<file path="config.mk">
export PLATFORM = sky130hd
export DESIGN_NAME = panel_ctrl_top
export DESIGN_NICKNAME = d
export VERILOG_FILES = /design/src/hdl/panel_pkg.sv /design/src/hdl/fb_write_if.sv /design/src/hdl/cmd_decoder.sv /design/src/hdl/fill_engine.sv /design/src/hdl/pixel_engine.sv /design/src/hdl/fb_write_arbiter.sv /design/src/hdl/panel_ctrl_top.sv
export VERILOG_INCLUDE_DIRS = /design/src /design/src/hdl
export SDC_FILE = /design/constraint.sdc
export NUM_CORES = 1
export LEC_CHECK = 0
export ABC_AREA = 1
export BUFFER_PORTS_ARGS = -buffer_cell sky130_fd_sc_hd__buf_2
export CAP_MARGIN = 15
export CORE_UTILIZATION = 60
export CTS_BUF_LIST = sky130_fd_sc_hd__clkbuf_8
export DETAILED_ROUTE_END_ITERATION = 10
export PLACE_DENSITY = 0.91
export SETUP_SLACK_MARGIN = 0.15
export SYNTH_ARGS = -nofsm -noshare
export SYNTH_HDL_FRONTEND = slang
export SYNTH_SLANG_ARGS = --single-unit
</file>
<file path="constraint.sdc">
create_clock -name clk_in -period 2.4 [get_ports clk_in]
set_clock_uncertainty 0.05 [all_clocks]
set_input_delay 0 -clock clk_in [delete_from_list [all_inputs] [get_ports clk_in]]
set_output_delay 0 -clock clk_in [all_outputs]
set_load 0.005 [all_outputs]
</file>
<file path="src/hdl/panel_macros.svh">
//####################
// panel geometry and bus widths
//####################

`ifndef PANEL_MACROS_SVH
`define PANEL_MACROS_SVH

// framebuffer size
`define FB_ROWS 8
`define FB_COLS 16

// bits per stored pixel
`define PIXEL_BITS 8

// one enable per brightness bit plane
`define BRIGHTNESS_LEVELS 6

`endif

</file>
<file path="src/hdl/panel_pkg.sv">
//####################
// panel controller types
// opcodes, pixel, brightness and framebuffer address
//####################

`include "panel_macros.svh"

package panel_pkg;

    localparam int ROW_BITS = $clog2(`FB_ROWS);
    localparam int COL_BITS = $clog2(`FB_COLS);
    localparam int FB_WORDS = `FB_ROWS * `FB_COLS;

    // command bytes, anything else is ignored
    typedef enum logic [7:0] {
        red_enable      = 8'h01,
        red_disable     = 8'h02,
        green_enable    = 8'h03,
        green_disable   = 8'h04,
        blue_enable     = 8'h05,
        blue_disable    = 8'h06,
        brightness_zero = 8'h10,
        brightness_nine = 8'h19,
        read_brightness = 8'h1a,
        blank_panel     = 8'h20,
        fill_panel      = 8'h21,
        read_pixel      = 8'h22
    } opcode_t;

    typedef logic [`PIXEL_BITS-1:0] pixel_t;
    typedef logic [`BRIGHTNESS_LEVELS-1:0] brightness_t;

    localparam brightness_t BRIGHTNESS_RESET = '1;

    // row-major, row in the upper bits
    typedef struct packed {
        logic [ROW_BITS-1:0] row;
        logic [COL_BITS-1:0] col;
    } fb_addr_t;

    localparam fb_addr_t FB_LAST_ADDR = fb_addr_t'(FB_WORDS - 1);

endpackage

</file>
<file path="src/hdl/fb_write_if.sv">
//####################
// framebuffer write request
//####################

`timescale 1ns/10ps

interface fb_write_if;
    import panel_pkg::*;

    logic     req;
    logic     gnt;
    fb_addr_t addr;
    pixel_t   data;

    // addr and data stay put while req waits for gnt
    modport engine (output req, output addr, output data, input gnt);
    modport arbiter (input req, input addr, input data, output gnt);

endinterface

</file>
<file path="src/hdl/cmd_decoder.sv">
//####################
// command decoder
// byte handshake, opcode dispatch, enables and brightness
//####################

`timescale 1ns/10ps

module cmd_decoder (
    input  logic                   clk_in,
    input  logic                   reset,
    input  logic [7:0]             data_rx,
    input  logic                   data_valid,
    input  logic                   fill_busy,
    input  logic                   fill_arg_ready,
    input  logic                   fill_args_done,
    input  logic                   pixel_busy,
    input  logic                   pixel_arg_ready,
    input  logic                   pixel_args_done,
    output logic                   ready_for_data,
    output logic [2:0]             rgb_enable,
    output panel_pkg::brightness_t brightness_enable,
    output logic                   fill_start_blank,
    output logic [7:0]             fill_arg_byte,
    output logic                   fill_arg_valid,
    output logic [7:0]             pixel_arg_byte,
    output logic                   pixel_arg_valid,
    output logic                   args_busy
);
    import panel_pkg::*;

    typedef enum logic [1:0] {
        st_idle,
        st_bright_arg,
        st_fill_arg,
        st_pixel_arg
    } state_t;

    state_t      state;
    opcode_t     opcode;
    logic        accept;
    logic [2:0]  rgb_q;
    brightness_t bright_q;

    assign opcode = opcode_t'(data_rx);
    assign accept = data_valid && ready_for_data;

    // stall new framebuffer commands so writes land in command order
    always_comb begin
        ready_for_data = 1'b1;
        case (state)
            st_idle: begin
                if (data_valid) begin
                    case (opcode)
                        blank_panel, fill_panel: ready_for_data = !(fill_busy || pixel_busy);
                        read_pixel: ready_for_data = !pixel_busy;
                        default: ready_for_data = 1'b1;
                    endcase
                end
            end
            st_fill_arg: ready_for_data = fill_arg_ready;
            st_pixel_arg: ready_for_data = pixel_arg_ready;
            default: ready_for_data = 1'b1;
        endcase
    end

    assign fill_start_blank = accept && (state == st_idle) && (opcode == blank_panel);
    assign fill_arg_valid   = accept && (state == st_fill_arg);
    assign pixel_arg_valid  = accept && (state == st_pixel_arg);
    assign fill_arg_byte    = data_rx;
    assign pixel_arg_byte   = data_rx;
    assign args_busy        = (state != st_idle);

    always_ff @(posedge clk_in) begin
        if (reset) begin
            state             <= st_idle;
            rgb_q             <= 3'b111;
            bright_q          <= BRIGHTNESS_RESET;
            rgb_enable        <= 3'b111;
            brightness_enable <= BRIGHTNESS_RESET;
        end else begin
            // outputs follow the staged values one edge later
            rgb_enable        <= rgb_q;
            brightness_enable <= bright_q;
            if (accept) begin
                case (state)
                    st_idle: begin
                        case (opcode)
                            red_enable:      rgb_q[0] <= 1'b1;
                            red_disable:     rgb_q[0] <= 1'b0;
                            green_enable:    rgb_q[1] <= 1'b1;
                            green_disable:   rgb_q[1] <= 1'b0;
                            blue_enable:     rgb_q[2] <= 1'b1;
                            blue_disable:    rgb_q[2] <= 1'b0;
                            brightness_zero: bright_q <= '0;
                            brightness_nine: bright_q <= '1;
                            read_brightness: state <= st_bright_arg;
                            fill_panel:      state <= st_fill_arg;
                            read_pixel:      state <= st_pixel_arg;
                            // blank needs no arguments and only pulses the start
                            default:         state <= st_idle;
                        endcase
                    end
                    st_bright_arg: begin
                        bright_q <= brightness_t'(data_rx[$bits(brightness_t)-1:0]);
                        state    <= st_idle;
                    end
                    st_fill_arg: begin
                        if (fill_args_done) begin
                            state <= st_idle;
                        end
                    end
                    st_pixel_arg: begin
                        if (pixel_args_done) begin
                            state <= st_idle;
                        end
                    end
                    default: state <= st_idle;
                endcase
            end
        end
    end

    // an engine holds no pending write while its arguments are collected
    a_fill_arg_engine_idle: assert property (@(posedge clk_in) disable iff (reset)
        (state == st_fill_arg) |-> fill_arg_ready);

    a_pixel_arg_engine_idle: assert property (@(posedge clk_in) disable iff (reset)
        (state == st_pixel_arg) |-> pixel_arg_ready);

endmodule

</file>
<file path="src/hdl/fill_engine.sv">
//####################
// fill engine
// writes one colour to every pixel in row-major order
//####################

`timescale 1ns/10ps

module fill_engine (
    input  logic       clk_in,
    input  logic       reset,
    input  logic       start_blank,
    input  logic [7:0] arg_byte,
    input  logic       arg_valid,
    output logic       arg_ready,
    output logic       args_done,
    output logic       busy,
    fb_write_if.engine wr
);
    import panel_pkg::*;

    logic [$bits(fb_addr_t)-1:0] addr_cnt;

    assign wr.addr   = fb_addr_t'(addr_cnt);
    assign arg_ready = !wr.req;
    // single colour byte
    assign args_done = arg_valid;
    assign busy      = wr.req;

    always_ff @(posedge clk_in) begin
        if (reset) begin
            wr.req   <= 1'b0;
            addr_cnt <= '0;
        end else if (!wr.req && (start_blank || arg_valid)) begin
            wr.req   <= 1'b1;
            addr_cnt <= '0;
        end else if (wr.req && wr.gnt) begin
            if (wr.addr == FB_LAST_ADDR) begin
                wr.req <= 1'b0;
            end else begin
                addr_cnt <= addr_cnt + 1'b1;
            end
        end
    end

    // blank is a fill with zero
    always_ff @(posedge clk_in) begin
        if (!wr.req) begin
            if (start_blank) begin
                wr.data <= '0;
            end else if (arg_valid) begin
                wr.data <= arg_byte;
            end
        end
    end

endmodule

</file>
<file path="src/hdl/pixel_engine.sv">
//####################
// pixel engine
// collects row, column and colour, then writes one pixel
//####################

`timescale 1ns/10ps

module pixel_engine (
    input  logic       clk_in,
    input  logic       reset,
    input  logic [7:0] arg_byte,
    input  logic       arg_valid,
    output logic       arg_ready,
    output logic       args_done,
    output logic       busy,
    fb_write_if.engine wr
);
    import panel_pkg::*;

    logic [1:0]          byte_cnt;
    logic [ROW_BITS-1:0] row_q;
    logic [COL_BITS-1:0] col_q;

    // no new bytes while a write is waiting for its grant
    assign arg_ready = !wr.req;
    assign args_done = arg_valid && (byte_cnt == 2'd2);
    assign busy      = wr.req || (byte_cnt != 2'd0);

    always_ff @(posedge clk_in) begin
        if (reset) begin
            byte_cnt <= 2'd0;
            wr.req   <= 1'b0;
        end else begin
            if (arg_valid) begin
                byte_cnt <= args_done ? 2'd0 : byte_cnt + 2'd1;
            end
            if (args_done) begin
                wr.req <= 1'b1;
            end else if (wr.gnt) begin
                wr.req <= 1'b0;
            end
        end
    end

    // byte order is row, column, colour
    always_ff @(posedge clk_in) begin
        if (arg_valid) begin
            case (byte_cnt)
                2'd0: row_q <= arg_byte[ROW_BITS-1:0];
                2'd1: col_q <= arg_byte[COL_BITS-1:0];
                2'd2: begin
                    wr.addr <= '{row: row_q, col: col_q};
                    wr.data <= arg_byte;
                end
                default: begin
                end
            endcase
        end
    end

endmodule

</file>
<file path="src/hdl/fb_write_arbiter.sv">
//####################
// framebuffer write arbiter
// fill engine first, pixel engine when fill is quiet
//####################

`timescale 1ns/10ps

module fb_write_arbiter (
    input  logic                clk_in,
    input  logic                reset,
    fb_write_if.arbiter         fill_wr,
    fb_write_if.arbiter         pixel_wr,
    output panel_pkg::fb_addr_t ram_address,
    output panel_pkg::pixel_t   ram_data_out,
    output logic                ram_write_enable
);

    assign fill_wr.gnt  = fill_wr.req;
    assign pixel_wr.gnt = pixel_wr.req && !fill_wr.req;

    always_ff @(posedge clk_in) begin
        if (reset) begin
            ram_write_enable <= 1'b0;
        end else begin
            ram_write_enable <= fill_wr.gnt || pixel_wr.gnt;
        end
    end

    // winner goes out on the port one cycle later
    always_ff @(posedge clk_in) begin
        if (fill_wr.gnt) begin
            ram_address  <= fill_wr.addr;
            ram_data_out <= fill_wr.data;
        end else if (pixel_wr.gnt) begin
            ram_address  <= pixel_wr.addr;
            ram_data_out <= pixel_wr.data;
        end
    end

    // a waiting pixel request keeps its address and data
    a_pixel_req_held: assert property (@(posedge clk_in) disable iff (reset)
        pixel_wr.req && !pixel_wr.gnt |=> pixel_wr.req && $stable(pixel_wr.addr)
            && $stable(pixel_wr.data));

    // fill sweep moves to the next address after each grant
    a_fill_sweep_step: assert property (@(posedge clk_in) disable iff (reset)
        fill_wr.gnt |=> !fill_wr.req
            || ({1'b0, fill_wr.addr} == {1'b0, $past(fill_wr.addr)} + 1'b1));

endmodule

</file>
<file path="src/hdl/panel_ctrl_top.sv">
//####################
// LED panel controller top
// decoder, two write engines and the write arbiter
//####################

`timescale 1ns/10ps

module panel_ctrl_top (
    input  logic                   clk_in,
    input  logic                   reset,
    input  logic [7:0]             data_rx,
    input  logic                   data_valid,
    output logic                   ready_for_data,
    output logic [2:0]             rgb_enable,
    output panel_pkg::brightness_t brightness_enable,
    output panel_pkg::fb_addr_t    ram_address,
    output panel_pkg::pixel_t      ram_data_out,
    output logic                   ram_write_enable,
    output logic                   busy
);

    logic       fill_start_blank;
    logic [7:0] fill_arg_byte;
    logic       fill_arg_valid;
    logic       fill_arg_ready;
    logic       fill_args_done;
    logic       fill_busy;
    logic [7:0] pixel_arg_byte;
    logic       pixel_arg_valid;
    logic       pixel_arg_ready;
    logic       pixel_args_done;
    logic       pixel_busy;
    logic       args_busy;

    fb_write_if fill_wr ();
    fb_write_if pixel_wr ();

    assign busy = args_busy || fill_busy || pixel_busy;

    cmd_decoder cmd_decoder_inst (
        .clk_in, .reset, .data_rx, .data_valid,
        .fill_busy, .fill_arg_ready, .fill_args_done,
        .pixel_busy, .pixel_arg_ready, .pixel_args_done,
        .ready_for_data, .rgb_enable, .brightness_enable,
        .fill_start_blank, .fill_arg_byte, .fill_arg_valid,
        .pixel_arg_byte, .pixel_arg_valid, .args_busy
    );

    fill_engine fill_engine_inst (
        .clk_in, .reset,
        .start_blank (fill_start_blank),
        .arg_byte    (fill_arg_byte),
        .arg_valid   (fill_arg_valid),
        .arg_ready   (fill_arg_ready),
        .args_done   (fill_args_done),
        .busy        (fill_busy),
        .wr          (fill_wr.engine)
    );

    pixel_engine pixel_engine_inst (
        .clk_in, .reset,
        .arg_byte    (pixel_arg_byte),
        .arg_valid   (pixel_arg_valid),
        .arg_ready   (pixel_arg_ready),
        .args_done   (pixel_args_done),
        .busy        (pixel_busy),
        .wr          (pixel_wr.engine)
    );

    fb_write_arbiter fb_write_arbiter_inst (
        .clk_in, .reset,
        .fill_wr     (fill_wr.arbiter),
        .pixel_wr    (pixel_wr.arbiter),
        .ram_address, .ram_data_out, .ram_write_enable
    );

endmodule

</file>
== After elaboration in Yosys (flattened, before gate mapping) ==
Cells that the tools add are included.
Storage, ports and cells
  flip-flop bits (word level): 77
  memories: 0
  latch bits: 0
  bits of input ports: 11
  logic and storage cells: 112
  output and inout port bits: 27
  memory bits (read-only): 0
  memory bits (writable): 0
Operators by class
  multipliers: 0
  add/sub/neg operators: 2
  reductions and logical operators: 42
  equality and inequality tests: 22
  bitwise logic cells: 2
  muxes and demuxes: 23
  magnitude comparators: 0
  divide/modulo/power cells: 0
  shifts and indexed selects: 0
Operators with widths (count)
  8-bit by 3-bit equality test with 1-bit output, second input constant: 3
  8-bit by 5-bit equality test with 1-bit output, second input constant: 3
  8-bit by 6-bit equality test with 1-bit output, second input constant: 3
  8-bit 2-to-1 mux: 3
  6-bit case mux with 2 select lines: 2
  2-bit nonzero test: 9
  8-bit by 2-bit equality test with 1-bit output, second input constant: 2
  2-bit case mux with 4 select lines: 2
  7-bit 2-to-1 mux: 2
  3-bit AND reduction: 4
  2-bit AND reduction: 5
  8-bit by 1-bit equality test with 1-bit output, second input constant: 1
  1-bit logical AND: 8
  1-bit case mux with 2 select lines: 4
  8-bit OR reduction: 1
  7-bit by 1-bit adder with 7-bit output, second input constant: 1
  7-bit equality test, second input constant: 1
  2-bit equality test, second input constant: 3
  1-bit logical OR: 6
  1-bit 2-to-1 mux: 6
  2-bit 2-to-1 mux: 3
  2-bit by 1-bit equality test with 1-bit output, second input constant: 2
  1-bit zero test: 4
  2-bit zero test: 2
  other kinds (8): 11

== Logic depth before layout (Yosys ltp) ==
Gate-level depths: netlist of run 1.
  depth in word-level cells: 13
  depth in mapped cells: 14
  gate-level depth less buffers: 14

== Modules after synthesis ==
From an unflattened synthesis of run 1, not the netlist that was laid out.
Second synthesis, totals
  cell total of the unflattened synthesis: 396
  area total of the unflattened synthesis: 3567.2 um2
By module, submodules not included
  cmd_decoder: cells each 185, area each 1247.4 um2, instances 1, sequential area each 400.4 um2
  pixel_engine: cells each 44, area each 807.0 um2, instances 1, sequential area each 720.7 um2
  fill_engine: cells each 93, area each 777.0 um2, instances 1, sequential area each 400.4 um2
  fb_write_arbiter: cells each 71, area each 724.4 um2, instances 1, sequential area each 470.5 um2
  panel_ctrl_top: cells each 3, area each 11.3 um2, instances 1, sequential area each 0.0 um2

== Least setup slack after synthesis of run 1 ==
No wires, ideal clock.
  path type: flip-flop to flip-flop
  start point: register cmd_decoder_inst.state[1]
  end point: register, netlist name pixel_engine_inst.wr.addr[0]
  buffers on the path: 0
  cell stages (with the launch flop): 8
  path slack: 0.540 ns
  data arrival time: 1.451 ns
  library setup time: 0.359 ns
  clock period less this slack: 1.860 ns
  data required time: 1.991 ns
  path through: dfxtp_1 nor2_1 nand2_2 nand2_2 nand2_4 nor2_4 nand3_2 inv_1
On the way
  word-level cells in the longest chain between the ends: 5
  elaborated cells on any way between the ends: 7
  those cells by class: eq/ne: 2; mux: 1; reduce/logical: 4
Ends and longest elaborated chain
  from (decl): RTL line cmd_decoder.sv:38  | state_t state;
  from (signal assigned): RTL line cmd_decoder.sv:75  | state <= st_idle;
  from (signal assigned): RTL line cmd_decoder.sv:96  | read_brightness: state <= st_bright_arg;
  from (signal assigned): RTL line cmd_decoder.sv:97  | fill_panel: state <= st_fill_arg;
  2-bit equality test / 2-bit zero test (equally long branches): RTL line cmd_decoder.sv:50  | case (state)
  1-bit case mux with 3 select lines *: RTL line cmd_decoder.sv:50
  via ready_for_data: RTL line panel_ctrl_top.sv:13  | output logic ready_for_data,
  1-bit logical AND *: RTL line cmd_decoder.sv:45  | assign accept = data_valid && ready_for_data;
  1-bit logical AND *: RTL line cmd_decoder.sv:68  | assign pixel_arg_valid = accept && (state == st_pixel_arg);
  2-bit AND reduction (no line) *
The timed path passes the listed nets; every way through them passes the cells marked *.
A chain may end at the register's enable or synchronous reset.

== Worst setup path after layout of run 1 ==
  start point: input port data_rx[5]
  end point: register pixel_engine_inst.wr.data[7] (enable)
On the way
  word-level cells in the longest chain between the ends: 8
  elaborated cells on any way between the ends: 10
  those cells by class: eq/ne: 3; mux: 3; reduce/logical: 4
Ends and longest elaborated chain
  from (decl): RTL line panel_ctrl_top.sv:11  | input logic [7:0] data_rx,
  8-bit by 6-bit equality test with 1-bit output: RTL line cmd_decoder.sv:53  | case (opcode)
  2-bit OR reduction: RTL line cmd_decoder.sv:53
  1-bit case mux with 2 select lines *: RTL line cmd_decoder.sv:53
  1-bit 2-to-1 mux *: RTL line cmd_decoder.sv:52  | if (data_valid) begin
  1-bit case mux with 3 select lines *: RTL line cmd_decoder.sv:50
  1-bit logical AND *: RTL line cmd_decoder.sv:45
  1-bit logical AND *: RTL line cmd_decoder.sv:68
  2-bit AND reduction (no line) *
  to (signal assigned): RTL line pixel_engine.sv:53  | wr.data <= arg_byte;
  to (decl): RTL line fb_write_if.sv:16  | modport engine (output req, output addr, output data, input gnt);
Mark *: on every way between the ends. The rest lies on a longest branch, timed or not.

==> flow_summary.toml, run 1 <==
[timing]
period_share_pct = 84.6
setup_viol = 0
fin_setup_tns_ns = 0
report.final.slew_viol_count = 0
min_period_ns = 2.03
max_slew_margin_pct = 55.6
tightest_slew_ns = 0.665
rsz0062_at_grt = "no"
fmax_mhz = 493
hold_violations = 0

[power_and_ir_drop]
p_leak_nw = 1.56
vdd_drop_max_v = 0.000442
powerDensity_nw_per_um2 = 673

[synth]
ys_types = 31
seq_area_frac_synth_pct = 62.5
synthTopCellsByCount = "78 x nand2_1, 52 x inv_1, 45 x edfxtp_1, 32 x dfxtp_1, 27 x nor2_1"
ys_ff_latch = 77
yosysWarnings = 0
synthCells = 332
syn_nets = 344
synthFlopType = "edfxtp_1"
synthTopCellsByArea = "edfxtp_1 42%, dfxtp_1 20%, nand2_1 9.2%, inv_1 6.1%, nor2_1 3.2%"
synthesis.area_um2 = 3190
syn_area_per_cell_um2 = 9.60
synth_most_common_cell = "nand2_1"
synth_edf_count = 45
synth_top_area_cell = "edfxtp_1"
async_flop_share_pct = 0
yosysTopAreaCellShare_pct = 42.4

[setup_path]
path_class = "input pin to flip-flop"
cp_max_fo = 8
required_ns = 2.38
cp_slowest_cell = "dlygate4sd3_1"
end_kind = "flip-flop"
arrival_ns = 2.01
worst-path-buf-inv = 3
regToRegSetupSlack_ns = 0.46
crit_top_cell = "nand2_1"
critPathTopFamily = "simple AND/OR/NAND/NOR gates"
crit_chain = "dlygate4sd3_1 -> buf_2 -> nand2_1 -> nor2_1 -> nand2_1 -> nand2_1 -> nand2_1 -> nand2_1 -> nand2_2 -> nand2_2 -> nand2_4 -> nor2_4 -> nand3_2 -> clkinvlp_4"
critPathMaxStageDelay_ns = 0.51
critPathLaunchType = "input pin"

[global_routing]
grt_use_total_pct = 24.4
grt_max_degree = 24
grt_pass1_vias = 2253
grt_overflow = 0
grt_pass1_wl_mm = 9.88
antenna_found_initial = 0

[floorplan]
placementRows = 26
ios = 38
start_util_pct = 62.4
fp.dieArea_um2 = 5610
core_um2 = 5110
die_w_um = 74.9
die_y_um = 74.9

[final_layout]
nFillCells = 364
diodes = 0
syn_to_final_growth_pct = 17.0
nets = 391
utilization_pct = 73.1
drive_gt1_share_pct = 18.8

[detailed_routing]
wl_per_cell_um = 13.1
ant_nets = 0
viasPerCell = 5.31
routed_wl_mm = 5.94
drt-initial-drc-count = 153
vias = 2409
first_pass_iters = 6
drcViolationCount = 0

[hold_path]
hp-class = "input pin to flip-flop"

[placed_design]
hpwl_mm = 3.93
gp_congestion = 0.955
portBuffers = 37

[clock_tree]
clk_pin_slew_ns = 0.07
cts_sinks = 77
postCtsSetupRepairBufs = 0
cts_max_path_buffers = 2
cts_buffers = 9
clockRootBuffer = "clkbuf_8"
cts_tree = "built"
clock_latency_ns = 0.33
htreeDepth = 3

[status]
status = "finished clean"

[job]
cap_violations = 0
==> flip-flops by register name (all words and copies together), names as in the netlist <==
name / count
pixel_engine_inst.byte_cnt: 2
fill_engine_inst.wr.addr: 7
cmd_decoder_inst.state: 2
fill_engine_inst.busy: 1
fb_write_arbiter_inst.ram_data_out: 8
fb_write_arbiter_inst.ram_write_enable: 1
cmd_decoder_inst.rgb_enable: 3
pixel_engine_inst.col_q: 4
pixel_engine_inst.wr.req: 1
pixel_engine_inst.row_q: 3
cmd_decoder_inst.bright_q: 6
pixel_engine_inst.wr.data: 8
cmd_decoder_inst.brightness_enable: 6
cmd_decoder_inst.rgb_q: 3
fill_engine_inst.wr.data: 8
fb_write_arbiter_inst.ram_address: 7
pixel_engine_inst.wr.addr: 7
==> per-layer routing <==
layer	track usage [%]	share of wire, %	vias to the layer above
met5	0	0	-
met4	13.2	3.3	0
met3	6.96	7.1	27
met2	42.2	51	123
met1	27.4	39	1098
li1	-	-	1161
==> power breakdown <==
part	internal (W)	switching, W
registers	0.00139	0.000000842
clock network	0.000603	0.000430
logic	0.0000308	0.0000568
total	0.00202	0.000488
==> cells by family (layout without fill, tap and decap cells) <==
logic type,after synthesis,after routing,share of synthesized area (%)
buffers and inverters,67,119,8.40
flip-flops,77,77,62.5
XOR/XNOR,5,5,1.37
adder cells (fa/ha/maj),1,1,0.392
AND/OR/NAND/NOR,145,145,20.1
AO/OA/AOI/OAI,37,37,7.22
==> layout by cell type (no fill, tap or decap), types with 8 or more instances in the layout <==
cell,n
nand2_1,78
inv_1,52
edfxtp_1,45
buf_2,37
dfxtp_1,32
nor2_1,27
nand3_1,20
o21ai_0,10
clkbuf_8,10
dlygate4sd3_1,9
a21oi_1,8
==> worst reg2reg max path, cell delays in order (launching register included) <==
cell	delay (ns)
dfxtp_1	0.47
a21oi_1	0.10
a31oi_1	0.34
nand2_2	0.15
nand2_4	0.12
nor2_4	0.05
nand3_2	0.13
clkinvlp_4	0.23
==> stage by stage <==
| stage | cell area, µm² | worst slack [ns] | power (W) | hold WS (ns) | cells |
|---|---|---|---|---|---|
| CTS | 3720 | 0.182 | 0.00252 | 0.0275 | 453 |
| global placement | 3410 | 0.393 | 0.00149 | 0.163 | 428 |
| finish | 3730 | 0.370 | 0.00251 | 0.0365 | 454 |
| global route | 3730 | 0.157 | 0.00259 | 0.0748 | 454 |
| detailed placement | 3410 | 0.268 | 0.00149 | 0.163 | 428 |
| floorplan | 3190 | 0.540 | 0.00147 | 0.0489 | 332 |
==> final timing paths <==
check                                  start                           end  cells past startpoint
hold / removal                    data_valid     cmd_decoder_inst.state[1]                      5
setup reg to reg   cmd_decoder_inst.state[1]  pixel_engine_inst.wr.data[7]                      7
hold reg to reg   pixel_engine_inst.row_q[1]  pixel_engine_inst.wr.addr[5]                      0
setup / recovery                  data_rx[5]  pixel_engine_inst.wr.data[7]                     14
==> cell type report <==
type                       instances  area, µm²  area share (%)
tap                               70       87.6            2.35
timing repair buffer              49        298            7.98
clock buffer                      10        138            3.69
clock inverter                     6       77.6            2.08
timing repair inverter             1       7.51           0.201
inverter                          53        203            5.43
sequential                        77       1990            53.4
multi-input combinational        188        928            24.9
==> what timing repair did <==
action,in CTS,in global routing
endpoints found under the setup margin,0,15
endpoints found under the hold margin,32,0
gates resized for setup,0,2
hold buffers,9,0
Note: power is estimated with default switching activity, not from simulation.
==> inputs of run 2 (changes only) <==
==> constraint.sdc (replaced) <==
create_clock -name clk_in -period 1.87 [get_ports clk_in]
set_clock_uncertainty 0.05 [all_clocks]
set_input_delay 0 -clock clk_in [delete_from_list [all_inputs] [get_ports clk_in]]
set_output_delay 0 -clock clk_in [all_outputs]
set_load 0.005 [all_outputs]
==> run 2 against run 1 <==
Effect of this change:
- first-iteration DRC count up 49%
- global-route usage grew 1.2 points
- cell area rose by 4.6%
- clock-buffer cell count is 2 higher
- clock power rose by 27%
- register-to-register slack worse by 0.36 ns
- sequential share of layout area is 2.2 points lower
==> flow_summary.toml, run 2 (synthesized netlist as in run 1, its figures left out) <==
[status]
status = "finished clean"

[setup_path]
cp_slowest_cell = "dfxtp_2"
regToRegSetupSlack_ns = 0.1
r2r-end = "pixel_engine_inst.wr.data[6]"
r2r_start = "pixel_engine_inst.byte_cnt[1]"
required_ns = 1.88
cp_max_fo = 15
critPathMaxStageDelay_ns = 0.34
arrival_ns = 1.79
end_kind = "flip-flop"
crit_chain = "nor3_2 -> nand2_1 -> nand2_1 -> nand2_2 -> nand2_2 -> nand2_4 -> nor2_4 -> nand3_2 -> clkinvlp_4 -> buf_12"
reg2regPathDepth = 10
path_class = "flip-flop to flip-flop"
critPathLaunchType = "flip-flop"

[detailed_routing]
routed_wl_mm = 6.61
ant_nets = 0
viasPerCell = 5.18
first_pass_iters = 6
wl_per_cell_um = 14.1
drcViolationCount = 0
vias = 2433
drt-initial-drc-count = 228

[timing]
period_share_pct = 94.8
hold_violations = 0
setup_viol = 0
fmax_mhz = 564
whs_ns = 0.0492
report.final.slew_viol_count = 0
tightest_slew_ns = 0.452
max_slew_margin_pct = 69.8
rsz0062_at_grt = "yes"
min_period_ns = 1.77

[global_routing]
antenna_found_initial = 0
grt_pass1_vias = 2253
grt_max_degree = 22
grt_pass1_wl_mm = 10.2
grt_overflow = 0
grt_use_total_pct = 25.7

[final_layout]
utilization_pct = 76.4
final_cells = 470
nets = 407
reg_top3 = "fb_write_arbiter_inst.ram_data_out: 8 flops, fill_engine_inst.wr.data: 8 flops, pixel_engine_inst.wr.data: 8 flops"
nFillCells = 324
syn_to_final_growth_pct = 22.4
stdcell_area_um2 = 3900
final_cell_mix = "76 x nand2_1, 49 x inv_1, 45 x edfxtp_1"
final_common_cell = "nand2_1"
diodes = 0
drive_gt1_share_pct = 26.3

[clock_tree]
clockRootBuffer = "clkbuf_8"
cts_buffers = 9
htreeDepth = 3
cts_tree = "built"
cts_max_path_buffers = 2
clk_pin_slew_ns = 0.07
clock_latency_ns = 0.35
cts_sinks = 77

[floorplan]
placementRows = 26
die_y_um = 74.9
fp.dieArea_um2 = 5610
start_util_pct = 62.4
die_w_um = 74.9
core_um2 = 5110
ios = 38

[power_and_ir_drop]
powerDensity_nw_per_um2 = 828
p_leak_nw = 1.65
power_w = 0.00323
vdd_drop_max_v = 0.000565

[hold_path]
hp-class = "input pin to flip-flop"
min_path_cells = 5
worstHoldStart = "data_valid"
whs_endpoint = "cmd_decoder_inst.state[1]"

[placed_design]
portBuffers = 37
dp_cells = 440
place_area_um2 = 3520
gp_congestion = 1.00
hpwl_mm = 4.06

[job]
cap_violations = 0
run 2: layout make-up:
type	instances	area, µm²	area share, %
flip-flops and latches	77	2000	51.2
inverters	53	203	5.19
well taps	70	87.6	2.24
clock inverters	4	46.3	1.19
clock buffers	12	165	4.23
multi-input cells	189	975	25.0
repair buffers	65	430	11.0
run 2: layer usage:
metal / share of wire [%] / vias to the layer above / wire length, µm / global-route usage [%]
met5: 0 / - / 0 / 0
met4: 2.7 / 0 / 176 / 12.6
met3: 8.4 / 20 / 555 / 10.4
met2: 51 / 130 / 3350 / 43.1
met1: 38 / 1094 / 2530 / 28.2
li1: - / 1189 / - / -
run 2: worst max-delay path by stage:
| stage | from | to | slack [ns] | cells past startpoint |
|---|---|---|---|---|
| 6_report | pixel_engine_inst.byte_cnt[1] | pixel_engine_inst.wr.data[6] | 0.1 | 10 |
| 5_1_grt | pixel_engine_inst.byte_cnt[1] | pixel_engine_inst.wr.addr[2] | -0.02 | 10 |
| 4_1_cts | pixel_engine_inst.byte_cnt[1] | pixel_engine_inst.wr.addr[2] | 0.12 | 10 |
| 3_5_place_dp | data_rx[4] | pixel_engine_inst.wr.data[6] | -0.05 | 14 |
| 3_3_place_gp | cmd_decoder_inst.state[0] | pixel_engine_inst.wr.data[4] | 0.07 | 8 |
| 2_1_floorplan | cmd_decoder_inst.state[0] | pixel_engine_inst.wr.addr[0] | 0.17 | 8 |
run 2: repair_timing:
item | CTS | global route
hold buffers | 9 | 0
setup endpoints to repair | 23 | 38
setup buffers | 2 | 2
pin swaps | 1 | 3
resized for setup | 3 | 13
hold endpoints to repair | 32 | 0
gates cloned | 0 | 1
run 2: worst max-delay path: cells and delay by family (launching register included):
| kind | cells | cell delay [ns] |
|---|---|---|
| flops | 1 | 0.34 |
| buf+inv | 2 | 0.24 |
| simple gates | 8 | 0.86 |
run 2: power breakdown:
group	leakage [nW]	internal, W	total [W]	switching [W]
combinational	0.875	0.0000529	0.000135	0.0000820
clock	0.110	0.000719	0.00131	0.000593
sequential	0.665	0.00178	0.00178	0.00000109
total	1.65	0.00256	0.00323	0.000676
run 2: through the flow:
stage                     setup WS [ns]  TNS (ns)
after floorplan                   0.168         0
after detailed placement        -0.0481    -0.715
after CTS                         0.125         0
after global routing            -0.0204    -0.245
after global placement           0.0659         0
final                            0.0972         0
==> inputs of run 3 (changes only) <==
--- a/config.mk
+++ b/config.mk
@@ -12,8 +12,9 @@
 export CORE_UTILIZATION = 60
 export CTS_BUF_LIST = sky130_fd_sc_hd__clkbuf_8
 export DETAILED_ROUTE_END_ITERATION = 10
-export PLACE_DENSITY = 0.91
+export PLACE_DENSITY = 0.9
 export SETUP_SLACK_MARGIN = 0.15
 export SYNTH_ARGS = -nofsm -noshare
 export SYNTH_HDL_FRONTEND = slang
+export SYNTH_HIERARCHICAL = 1
 export SYNTH_SLANG_ARGS = --single-unit
==> run 3 against run 2 <==
Effect of this change:
- the run now ends with setup timing left
- clock-buffer cell count fell by 3
- sequential cell count did not move
- maximum frequency fell by 20%
- via count rose by 34%
- clock power fell by 4%
- critical path depth rose by 2
- utilization rose by 2.8 points
- sequential power barely moved
- worst setup slack got worse by 0.44 ns
- die area rose by 12%
- largest power group unchanged
==> flow_summary.toml, run 3 <==
[status]
status = "finished with violations"
violations = "setup timing"

[global_routing]
grt_use_met2_pct = 51.8
grt_use_total_pct = 30.1
grt_pass1_wl_mm = 13.9
use_met1_pct = 33.5
grt_overflow = 0
grt_use_met3_pct = 9.31
grt_max_degree = 23
busiest_layer = "met2"
antenna_found_initial = 0
grt_pass1_vias = 2909

[synth]
synthTopCellsByArea = "edfxtp_1 38%, dfxtp_1 18%, nand2_1 10%, inv_1 6.3%, buf_4 4.0%"
synth-xor-area-share_pct = 0.246
synth_fa_ha_area_share_pct = 0.351
synthTopCellsByCount = "98 x nand2_1, 60 x inv_1, 45 x edfxtp_1, 35 x nor2_1, 32 x dfxtp_1"
syn_area_per_cell_um2 = 9.01
synthCells = 396
seq_area_frac_synth_pct = 55.8
ys_ff_latch = 77
synth_top_area_cell = "edfxtp_1"
ys_types = 34
syn_nets = 408
yosys.area_share.simple_pct = 25.5
synth_compound_area_share_pct = 4.28
async_flop_share_pct = 0
synth_top_family_by_area = "simple AND/OR/NAND/NOR gates"
yosysTopAreaCellShare_pct = 37.9
synthFlopType = "edfxtp_1"
synthMuxAreaShare_pct = 0
synthesis.area_um2 = 3570
synth_edf_count = 45
synth_most_common_cell = "nand2_1"
yosysWarnings = 6

[timing]
max_slew_margin_pct = 70.6
rsz0062_at_grt = "yes"
setup_viol = 42
min_period_ns = 2.22
hold_violations = 0
period_share_pct = 119
tightest_slew_ns = 0.440
report.final.slew_viol_count = 0
fin_ws_ns = -0.347
fmax_mhz = 451
fin_setup_tns_ns = -9.98

[placed_design]
hpwl_mm = 5.35
gp_congestion = 0.946
portBuffers = 37

[floorplan]
fp.dieArea_um2 = 6260
start_util_pct = 63.6
die_y_um = 79.1
die_w_um = 79.1
core_um2 = 5610
placementRows = 27
ios = 38

[power_and_ir_drop]
p_leak_nw = 1.89
powerDensity_nw_per_um2 = 727
power_w = 0.00323
vdd_drop_max_v = 0.000616

[setup_path]
cp_max_fo = 4
crit_top_cell = "nand2_2"
arrival_ns = 2.24
end_kind = "flip-flop"
cp_slowest_cell = "dfxtp_2"
crit_chain = "nor2_2 -> nand2_1 -> inv_1 -> nand2_2 -> nand2_2 -> nand2_2 -> a21oi_4 -> inv_4 -> nor3_2 -> inv_1 -> a21oi_4 -> buf_4"
critPathMaxStageDelay_ns = 0.34
critPathLaunchType = "flip-flop"
required_ns = 1.89
path_class = "flip-flop to flip-flop"
startpoint = "pixel_engine_inst/byte_cnt[1]"
critPathTopFamily = "simple AND/OR/NAND/NOR gates"
worst-path-buf-inv = 4
r2r_start = "pixel_engine_inst/byte_cnt[1]"

[clock_tree]
cts_sinks = 77
cts_tree = "built"
clk_pin_slew_ns = 0.08
htreeDepth = 3
cts_buffers = 9
clockRootBuffer = "clkbuf_8"
cts_max_path_buffers = 2
clock_latency_ns = 0.35

[detailed_routing]
drt-initial-drc-count = 370
drcViolationCount = 0
ant_nets = 0
vias = 3250
routed_wl_mm = 10.6
viasPerCell = 5.90
wl_per_cell_um = 19.2
first_pass_iters = 6

[job]
cap_violations = 0

[hold_path]
worstHoldStart = "reset"
hp-class = "input pin to flip-flop"

[final_layout]
diodes = 0
syn_to_final_growth_pct = 24.6
nets = 486
drive_gt1_share_pct = 33.0
reg_top3 = "fb_write_arbiter_inst/ram_data_out: 8 flops, fill_engine_inst/wr.data: 8 flops, pixel_engine_inst/wr.data: 8 flops"
final_common_cell = "nand2_1"
nFillCells = 314
final_cell_mix = "93 x nand2_1, 57 x inv_1, 45 x edfxtp_1"
run 3: cell count changes in the layout (fill, tap and decap cells not counted), moves of 4 or more:
cell,previous run,this run
buf_4,18,43
o21ai_1,5,1
inv_2,4,8
xor2_1,5,1
inv_1,49,57
nor2_1,25,31
nand2_1,76,93
o21ai_0,9,0
nand4_1,2,12
nand2_2,6,12
run 3: per-layer routing:
metal	wire (µm)	part of all wire [%]
met1	3720	35
met2	5190	49
met3	1060	10
met4	603	5.7
met5	0	0
run 3: final timing paths:
kind / endpoint / slack [ns] / cells after the start
worst max-delay path: fill_engine_inst/wr.data[4] / -0.35 / 12
worst min-delay path: pixel_engine_inst/byte_cnt[0] / 0.03 / 2
worst max register to register: fill_engine_inst/wr.data[4] / -0.35 / 12
worst min register to register: pixel_engine_inst/wr.addr[4] / 0.37 / 0
run 3: cell families after synthesis:
family                     count (synthesis)
AOI/OAI and AO/OA                         23
xor gates and xnor gates                   1
adders and majority gates                  1
buffers and inverters                     96
DFF                                       77
and+or+nand+nor                          198
run 3: layout make-up:
type	instances	area, µm²	area share (%)
Timing Repair Buffer	95	697	15.7
Clock inverter	7	67.6	1.52
Sequential cell	77	2000	45.0
Tap cell	72	90.1	2.03
Multi-Input combinational cell	223	1200	26.9
Clock buffer	9	124	2.79
Inverter	68	272	6.11
run 3: repair_timing:
item | CTS | global route
hold buffers | 10 | 0
hold endpoints to repair | 19 | 0
buffers inserted | 5 | 4
pin swaps | 2 | 11
setup endpoints to repair | 36 | 61
gates resized for setup | 6 | 33
cloned | 0 | 1
run 3: per-stage QoR:
step                cells  worst slack, ns  area, µm²  utilization (%)  hold WS (ns)
finish                551           -0.347       4450             79.3        0.0339
global route          551           -0.451       4450             79.3        0.0222
CTS                   546           -0.102       4280             76.2        0.0131
detailed placement    515           -0.175       3920             69.9         0.251
global placement      515          -0.0228       3920             69.9         0.238
floorplan             396           -0.333       3590                -       0.00508
run 3: worst register-to-register path, stage by stage (launching register included):
cell	delay [ns]
dfxtp_2	0.34
nor2_2	0.12
nand2_1	0.08
inv_1	0.09
nand2_2	0.06
nand2_2	0.07
nand2_2	0.07
a21oi_4	0.16
inv_4	0.07
nor3_2	0.21
inv_1	0.19
a21oi_4	0.25
buf_4	0.19
run 3: power by group:
part	internal [W]	total [W]	switching [W]
registers	0.00178	0.00178	0.00000125
clock network	0.000611	0.00126	0.000652
logic	0.0000739	0.000185	0.000111
total	0.00247	0.00323	0.000764
